### src/source/itof_macros.svh
// Width and depth constants for the integer to float converter.
// Shared by the RTL and the testbench.

`ifndef ITOF_MACROS_SVH
`define ITOF_MACROS_SVH

// Width of the integer operand and of the float result.
`define ITOF_WIDTH 32

// Mantissa width with the hidden bit.
`define ITOF_MANT_W 24

// Single-precision exponent bias.
`define ITOF_EXP_BIAS 127

// Default number of entries in the result queue.
`define ITOF_QUEUE_DEPTH 4

// A queue entry holds the inexact bit on top of the packed float.
`define ITOF_ENTRY_W 33

`endif

### src/source/itof_pkg.sv
// Shared types for the integer to float converter.
// Rounding modes, converter FSM states and result classes.

package itof_pkg;

    // RISC-V rounding mode encodings.
    // Codes 5 to 7 are not defined here and round as nearest-even.
    typedef enum logic [2:0] {
        rne = 3'd0,
        rtz = 3'd1,
        rdn = 3'd2,
        rup = 3'd3,
        rmm = 3'd4
    } round_mode_t;

    // States of the converter FSM.
    // A zero operand skips absolute and normalize.
    typedef enum logic [2:0] {
        idle      = 3'd0,
        absolute  = 3'd1,
        normalize = 3'd2,
        pack      = 3'd3,
        put       = 3'd4
    } conv_state_t;

    // Coarse class of a finished result.
    // Integer inputs never give subnormals, infinities or NaNs.
    typedef enum logic [1:0] {
        class_zero       = 2'd0,
        class_pos_normal = 2'd1,
        class_neg_normal = 2'd2
    } result_class_t;

endpackage

### src/source/float_rounding.sv
// Combinational rounding of a normalized mantissa.
// Applies the five RISC-V rounding modes and reports inexact.

`include "itof_macros.svh"

module float_rounding (
    input  logic [`ITOF_MANT_W-1:0] mant,
    input  logic signed [9:0]       exp,
    input  logic                    sign,
    input  logic                    guard,
    input  logic                    round_bit,
    input  logic                    sticky,
    input  itof_pkg::round_mode_t   rm,
    output logic [`ITOF_MANT_W-1:0] round_mant,
    output logic [9:0]              round_exp,
    output logic                    inexact
);

    logic                  incr;
    logic [`ITOF_MANT_W:0] sum;

    // Any discarded bit set means the result cannot be exact.
    assign inexact = guard | round_bit | sticky;

    // Increment decision per mode.
    always_comb begin
        case (rm)
            itof_pkg::rtz: begin
                incr = 1'b0;
            end
            itof_pkg::rdn: begin
                // Moving toward minus infinity grows a negative magnitude.
                incr = sign & inexact;
            end
            itof_pkg::rup: begin
                incr = ~sign & inexact;
            end
            itof_pkg::rmm: begin
                // Ties go away from zero, so guard alone decides.
                incr = guard;
            end
            default: begin
                // Nearest-even covers the undefined mode codes as well.
                incr = guard & (round_bit | sticky | mant[0]);
            end
        endcase
    end

    assign sum = {1'b0, mant} + {{`ITOF_MANT_W{1'b0}}, incr};

    // A carry out means the mantissa wrapped to a power of two.
    // Shift it back into place and bump the exponent.
    always_comb begin
        if (sum[`ITOF_MANT_W]) begin
            round_mant = sum[`ITOF_MANT_W:1];
            round_exp  = exp + 10'sd1;
        end else begin
            round_mant = sum[`ITOF_MANT_W-1:0];
            round_exp  = exp;
        end
    end

endmodule

### src/source/int_to_float.sv
// Multi-cycle signed integer to single-precision float converter.
// Takes the magnitude, normalizes one bit per cycle, rounds and packs,
// then pushes the float and its inexact bit into the result queue.

`include "itof_macros.svh"

module int_to_float (
    input  logic                     clk,
    input  logic                     rst,
    input  logic [`ITOF_WIDTH-1:0]   operand,
    input  itof_pkg::round_mode_t    rm,
    input  logic                     operand_stb,
    input  logic                     full,
    output logic                     busy,
    output logic                     push,
    output logic [`ITOF_ENTRY_W-1:0] push_data
);

    itof_pkg::conv_state_t state;
    itof_pkg::round_mode_t rm_reg;

    logic [`ITOF_WIDTH-1:0]  op_reg;
    logic [`ITOF_WIDTH-1:0]  magnitude;
    logic                    sign_reg;
    logic                    zero_reg;
    logic [`ITOF_MANT_W-1:0] mant_reg;
    logic [7:0]              rem_reg;
    logic signed [9:0]       exp_reg;
    logic                    guard_reg;
    logic                    round_reg;
    logic                    sticky_reg;
    logic [`ITOF_WIDTH-1:0]  float_reg;
    logic                    inexact_reg;

    logic [`ITOF_MANT_W-1:0] round_mant;
    logic [9:0]              round_exp;
    logic [9:0]              biased_exp;
    logic                    round_inexact;
    logic                    accept;

    // Negating the most negative value gives 0x80000000, which is
    // the correct magnitude when read as unsigned.
    assign magnitude  = op_reg[`ITOF_WIDTH-1] ? -op_reg : op_reg;
    assign biased_exp = round_exp + 10'(`ITOF_EXP_BIAS);

    assign accept    = (state == itof_pkg::idle) && operand_stb;
    assign busy      = (state != itof_pkg::idle);
    assign push      = (state == itof_pkg::put) && !full;
    assign push_data = {inexact_reg, float_reg};

    float_rounding u_rounding (
        .mant       (mant_reg),
        .exp        (exp_reg),
        .sign       (sign_reg),
        .guard      (guard_reg),
        .round_bit  (round_reg),
        .sticky     (sticky_reg),
        .rm         (rm_reg),
        .round_mant (round_mant),
        .round_exp  (round_exp),
        .inexact    (round_inexact)
    );

    // State sequencing.
    always_ff @(posedge clk) begin
        if (!rst) begin
            state <= itof_pkg::idle;
        end else begin
            case (state)
                itof_pkg::idle: begin
                    if (operand_stb) begin
                        if (operand == '0) begin
                            state <= itof_pkg::pack;
                        end else begin
                            state <= itof_pkg::absolute;
                        end
                    end
                end
                itof_pkg::absolute: begin
                    state <= itof_pkg::normalize;
                end
                itof_pkg::normalize: begin
                    if (mant_reg[`ITOF_MANT_W-1]) begin
                        state <= itof_pkg::pack;
                    end
                end
                itof_pkg::pack: begin
                    state <= itof_pkg::put;
                end
                itof_pkg::put: begin
                    // Hold here under back-pressure.
                    if (!full) begin
                        state <= itof_pkg::idle;
                    end
                end
                default: begin
                    state <= itof_pkg::idle;
                end
            endcase
        end
    end

    // Datapath registers.
    always_ff @(posedge clk) begin
        if (accept) begin
            op_reg   <= operand;
            rm_reg   <= rm;
            zero_reg <= (operand == '0);
        end
        if (state == itof_pkg::absolute) begin
            sign_reg <= op_reg[`ITOF_WIDTH-1];
            mant_reg <= magnitude[`ITOF_WIDTH-1:8];
            rem_reg  <= magnitude[7:0];
            exp_reg  <= 10'sd31;
        end
        if (state == itof_pkg::normalize) begin
            if (!mant_reg[`ITOF_MANT_W-1]) begin
                mant_reg <= {mant_reg[`ITOF_MANT_W-2:0], rem_reg[7]};
                rem_reg  <= {rem_reg[6:0], 1'b0};
                exp_reg  <= exp_reg - 10'sd1;
            end else begin
                guard_reg  <= rem_reg[7];
                round_reg  <= rem_reg[6];
                sticky_reg <= (rem_reg[5:0] != '0);
            end
        end
        if (state == itof_pkg::pack) begin
            if (zero_reg) begin
                float_reg   <= '0;
                inexact_reg <= 1'b0;
            end else begin
                float_reg   <= {sign_reg, biased_exp[7:0], round_mant[`ITOF_MANT_W-2:0]};
                inexact_reg <= round_inexact;
            end
        end
    end

    // The FSM never leaves its five encodings.
    a_state_legal: assert property (@(posedge clk) disable iff (!rst)
        state inside {itof_pkg::idle, itof_pkg::absolute, itof_pkg::normalize,
                      itof_pkg::pack, itof_pkg::put})
        else $error("int_to_float: illegal state %0d", state);

endmodule

### src/source/itof_unit.sv
// Top level of the integer to float unit.
// Converter feeds the result queue, which the drain empties.

`include "itof_macros.svh"

module itof_unit (
    input  logic                    clk,
    input  logic                    rst,
    input  logic [`ITOF_WIDTH-1:0]  operand,
    input  itof_pkg::round_mode_t   rm,
    input  logic                    operand_stb,
    output logic                    busy,
    input  logic                    drain,
    output logic [`ITOF_WIDTH-1:0]  result,
    output logic                    result_inexact,
    output itof_pkg::result_class_t result_class,
    output logic                    result_stb
);

    logic                     push;
    logic [`ITOF_ENTRY_W-1:0] push_data;
    logic                     pop;
    logic [`ITOF_ENTRY_W-1:0] pop_data;
    logic                     full;
    logic                     empty;

    int_to_float u_convert (
        .clk         (clk),
        .rst         (rst),
        .operand     (operand),
        .rm          (rm),
        .operand_stb (operand_stb),
        .full        (full),
        .busy        (busy),
        .push        (push),
        .push_data   (push_data)
    );

    result_fifo #(
        .depth (`ITOF_QUEUE_DEPTH)
    ) u_queue (
        .clk       (clk),
        .rst       (rst),
        .push      (push),
        .push_data (push_data),
        .pop       (pop),
        .pop_data  (pop_data),
        .full      (full),
        .empty     (empty)
    );

    result_drain u_drain (
        .clk            (clk),
        .rst            (rst),
        .drain          (drain),
        .empty          (empty),
        .pop_data       (pop_data),
        .pop            (pop),
        .result         (result),
        .result_inexact (result_inexact),
        .result_class   (result_class),
        .result_stb     (result_stb)
    );

endmodule

### src/source/result_drain.sv
// Result consumer.
// Pops the queue while drain is high and presents each float
// with a one-cycle strobe, its inexact flag and a coarse class.

`include "itof_macros.svh"

module result_drain (
    input  logic                        clk,
    input  logic                        rst,
    input  logic                        drain,
    input  logic                        empty,
    input  logic [`ITOF_ENTRY_W-1:0]    pop_data,
    output logic                        pop,
    output logic [`ITOF_WIDTH-1:0]      result,
    output logic                        result_inexact,
    output itof_pkg::result_class_t     result_class,
    output logic                        result_stb
);

    logic [`ITOF_WIDTH-1:0]  head_float;
    logic                    head_sign;
    logic [7:0]              head_exp;
    itof_pkg::result_class_t head_class;

    assign pop = drain && !empty;

    assign head_float = pop_data[`ITOF_WIDTH-1:0];
    assign head_sign  = head_float[`ITOF_WIDTH-1];
    assign head_exp   = head_float[30:23];

    // Integers convert to zero or to a normal number only.
    always_comb begin
        if (head_exp == '0) begin
            head_class = itof_pkg::class_zero;
        end else if (head_sign) begin
            head_class = itof_pkg::class_neg_normal;
        end else begin
            head_class = itof_pkg::class_pos_normal;
        end
    end

    always_ff @(posedge clk) begin
        if (!rst) begin
            result_stb <= 1'b0;
        end else begin
            result_stb <= pop;
        end
    end

    // Payload is only meaningful while result_stb is high.
    always_ff @(posedge clk) begin
        if (pop) begin
            result         <= head_float;
            result_inexact <= pop_data[`ITOF_ENTRY_W-1];
            result_class   <= head_class;
        end
    end

endmodule

### src/source/result_fifo.sv
// Synchronous result queue.
// Circular buffer with read and write pointers and an occupancy count.

`include "itof_macros.svh"

module result_fifo #(
    parameter int depth = `ITOF_QUEUE_DEPTH
) (
    input  logic                     clk,
    input  logic                     rst,
    input  logic                     push,
    input  logic [`ITOF_ENTRY_W-1:0] push_data,
    input  logic                     pop,
    output logic [`ITOF_ENTRY_W-1:0] pop_data,
    output logic                     full,
    output logic                     empty
);

    localparam int ptr_w = (depth > 1) ? $clog2(depth) : 1;
    localparam int cnt_w = $clog2(depth + 1);

    logic [`ITOF_ENTRY_W-1:0] mem [depth];
    logic [ptr_w-1:0]         wr_ptr;
    logic [ptr_w-1:0]         rd_ptr;
    logic [cnt_w-1:0]         count;
    logic                     do_push;
    logic                     do_pop;

    assign full     = (count == cnt_w'(depth));
    assign empty    = (count == '0);
    assign do_push  = push && !full;
    assign do_pop   = pop && !empty;
    assign pop_data = mem[rd_ptr];

    // Entries are written at the write pointer and read at the head.
    always_ff @(posedge clk) begin
        if (do_push) begin
            mem[wr_ptr] <= push_data;
        end
    end

    always_ff @(posedge clk) begin
        if (!rst) begin
            wr_ptr <= '0;
            rd_ptr <= '0;
            count  <= '0;
        end else begin
            if (do_push) begin
                wr_ptr <= (wr_ptr == ptr_w'(depth - 1)) ? '0 : wr_ptr + 1'b1;
            end
            if (do_pop) begin
                rd_ptr <= (rd_ptr == ptr_w'(depth - 1)) ? '0 : rd_ptr + 1'b1;
            end
            // Push and pop in the same cycle leave the count alone.
            case ({do_push, do_pop})
                2'b10:   count <= count + 1'b1;
                2'b01:   count <= count - 1'b1;
                default: count <= count;
            endcase
        end
    end

    // The converter must stall rather than overrun the queue.
    a_no_overflow: assert property (@(posedge clk) disable iff (!rst)
        push |-> !full)
        else $error("result_fifo: push while full");

    // The drain must only pop a non-empty queue.
    a_no_underflow: assert property (@(posedge clk) disable iff (!rst)
        pop |-> !empty)
        else $error("result_fifo: pop while empty");

endmodule

### config.mk
export PLATFORM = sky130hd
export DESIGN_NAME = itof_unit
export DESIGN_NICKNAME = d
export VERILOG_FILES = /design/src/source/itof_pkg.sv /design/src/source/float_rounding.sv /design/src/source/int_to_float.sv /design/src/source/itof_unit.sv /design/src/source/result_drain.sv /design/src/source/result_fifo.sv
export VERILOG_INCLUDE_DIRS = /design/src /design/src/source
export SDC_FILE = /design/constraint.sdc
export NUM_CORES = 1
export LEC_CHECK = 0
export ABC_AREA = 1
export BUFFER_PORTS_ARGS = -buffer_cell sky130_fd_sc_hd__buf_2
export CORE_MARGIN = 1
export CORE_UTILIZATION = 33
export DETAILED_ROUTE_END_ITERATION = 7
export PLACE_DENSITY = 0.6
export SLEW_MARGIN = 5
export SYNTH_ARGS = -nofsm -noshare
export SYNTH_HDL_FRONTEND = slang
export SYNTH_SLANG_ARGS = --single-unit
### constraint.sdc
create_clock -name clk -period 8.9 [get_ports clk]
set_clock_uncertainty 0.1 [all_clocks]
set_input_delay 1.78 -clock clk [delete_from_list [all_inputs] [get_ports clk]]
set_output_delay 1.78 -clock clk [all_outputs]
set_load 0.01 [all_outputs]
==> reports/results.tsv <==
stage	metric	value	unit
placement	dp_hpwl	17.67	mm
setup_path	crit_path_max_incr_delay	0.44	ns
timing	period_minus_slack	3.354	ns
global_route	track_usage	13.70	%
timing	max-slew-margin-rel	27.23	%
placement	numPortBuffers	75	
setup_path	crit_type	reg2out	
setup_path	critPathTopFamily	flip-flops	
logic_synthesis	synth_top_cell_by_area	edfxtp_1	
global_route	grt_pass1_wl	42.96	mm
finish	stdcell_count	1814	
setup_path	cp-end-kind	output pin	
logic_synthesis	synth-seq-cells	293	
flow_run	maxCapViolCount	0	
logic_synthesis	syn_area	0.01275	mm²
die	die_w	198.6	µm
route	avgRoutedWirePerCell	14.47	µm
logic_synthesis	syn-mean-instance-area	10.63	µm²
timing	tightestPinTransition	1.089	ns
finish	top_register	u_queue.mem	
clocking	h-tree-depth	1	
logic_synthesis	synth.top_cell.area_share	56.51	%
die	start_util	33.70	%
die	rows	71	
timing	slew_viol_final	0	
die	core	0.03784	mm²
setup_path	worst-path-max-fanout	5	
logic_synthesis	synth_warnings	0	
route	drtIter0Drc	593	
timing	max_freq	0.2982	GHz
logic_synthesis	syn_inst	1200	
finish	num-nets-final	1332	
placement	dp.cells	1758	
route	totalWireLength	26.26	mm
clocking	cts_buffers	31	
setup_path	path_cells	inv_1 > nand2_1 > buf_2	
die	die_area	0.03943	mm²
die	io_pins	76	
clocking	cts.sinks	293	
route	drc	0	
finish	diodes	0	
global_route	grt_max_degree	63	
pwr	powerDensity	267.2	mW/mm²
timing	period_share	37.68	%
route	drtAntennaViolNets	0	
setup_path	worstPathArrival	1.47	ns
clocking	cts_setup_buffers	0	
global_route	overflow	0	
global_route	grt_pass1_vias	8301	
setup_path	required	7.02	ns
clocking	cts.clk_slew.worst_paths	0.07	ns
die	die_h	198.6	µm
clocking	clockBufferDepth	3	
clocking	cts_resized	0	
timing	setup-violations-final	0	
clocking	hold_buffers	0	
clocking	root_buffer	clkbuf_16	
timing	rsz0062_at_grt	no	
pwr	p_leak	0.005514	µW
outcome	status	complete, no violations	
logic_synthesis	synth.distinct_cells	46	
setup_path	critPathSlowestCell	dfxtp_1	
setup_path	start_kind	flip-flop	
finish	drive_gt1_share	13.51	%
pwr	ir_drop	0.1807	mV
finish	largest_register_ffs	132	
setup_path	worst-path-buf-inv	2	
route	vias_per_cell	4.778	
global_route	antenna_found_initial	0	
logic_synthesis	ys_top_cells_by_area	edfxtp_1, dfxtp_1, nand2_1	
hold_path	min_path_type	reg2reg	
clocking	cts_tree	done	
logic_synthesis	synth_seq_area_share	64.84	%
placement	routabilityCongestion	0.8389	
route	first_pass_iters	5	
route	vias	8668	
timing	tns	0	ns
logic_synthesis	synth_nets	1252	
timing	hold_viol_final	0	
clocking	worstSkewPairLatency	0.57	ns
finish	area_growth	15.45	%
finish	n_fill_cell	3725	
==> final timing paths <==
check	from	end	slack, ns	depth (start not counted)
worst min register to register	u_convert.rem_reg[6]$_DFF_P_	u_convert.round_reg$_DFFE_PP_	0.33	0
worst max register to register	u_convert.sign_reg$_DFFE_PP_	u_convert.float_reg[27]$_SDFFCE_PP0N_	5.63	18
worst max-delay path	u_convert.state[1]$_SDFFE_PN0P_	busy	5.55	3
worst min-delay path	u_convert.rem_reg[6]$_DFF_P_	u_convert.round_reg$_DFFE_PP_	0.33	0
==> final cells by class <==
cell class	count	area (µm²)	area share (%)
inverter	134	503.0	3.416
clock inverter	23	227.7	1.547
multi-input combinational	732	3827	26.00
tap	511	639.4	4.343
sequential	293	8269	56.17
timing repair buffer	88	473.0	3.212
clock buffer	33	783.3	5.320
==> Yosys cell counts, drive strengths merged <==
cell type / instances
edfxtp: 240
a32o: 1
o21bai: 5
a211oi: 3
ha: 12
a31oi: 2
fa: 1
nand3: 87
nor3b: 3
clkinv: 1
o31ai: 1
a21oi: 24
xnor2: 2
inv: 133
a21boi: 1
o21ai: 107
nor2: 161
or2: 3
nor4: 14
a31o: 3
nand2: 173
o211ai: 2
xor2: 18
o211a: 1
buf: 14
clkbuf: 27
a22oi: 1
nor3: 23
o221ai: 14
nand3b: 1
nand4: 17
o22ai: 51
and2: 1
dfxtp: 53
==> stage by stage <==
stage	cell area (µm²)	utilization [%]	worst slack, ns	power, µW	hold WS (ns)
CTS	14720	38.90	5.507	3971	0.3356
finish	14720	38.90	5.546	3934	0.3303
global route	14720	38.90	5.267	4169	0.3465
detailed placement	13710	36.23	5.106	2682	0.3219
global placement	13710	36.23	5.091	2666	0.3146
floorplan	12750	-	4.948	2447	0.3082
==> where the power goes <==
| part | switching [µW] | internal (µW) | total (µW) | leakage, µW |
|---|---|---|---|---|
| logic | 533 | 274 | 807 | 0.00239 |
| registers | 143 | 1710 | 1850 | 0.00262 |
| clock network | 526 | 752 | 1280 | 0.000503 |
==> cell usage in the layout, fill, tap and decap left out, types with 18 or more instances in the layout <==
cell type / n
a21oi_1: 24
buf_2: 75
clkbuf_16: 31
dfxtp_1: 52
edfxtp_1: 240
inv_1: 131
nand2_1: 160
nand3_1: 86
nor2_1: 144
nor3_1: 20
o21ai_0: 104
o22ai_1: 51
xor2_1: 18
==> layer usage <==
metal | vias to the layer above | global-route usage (%) | part of all wire, %
met5 | - | 0 | 0
met4 | 0 | 3.248 | 1.9
met3 | 41 | 2.560 | 4.7
met2 | 201 | 21.73 | 45
met1 | 4038 | 19.34 | 49
li1 | 4388 | - | -
==> cell families after synthesis <==
group | after synthesis | share of synthesized area [%]
adder cells (fa/ha/maj) | 13 | 1.334
buffers and inverters | 175 | 5.377
flip-flops | 293 | 64.84
AND/OR/NAND/NOR | 483 | 17.25
AO/OA/AOI/OAI | 216 | 9.831
XOR/XNOR | 20 | 1.374
(Power assumes the default switching activity.)
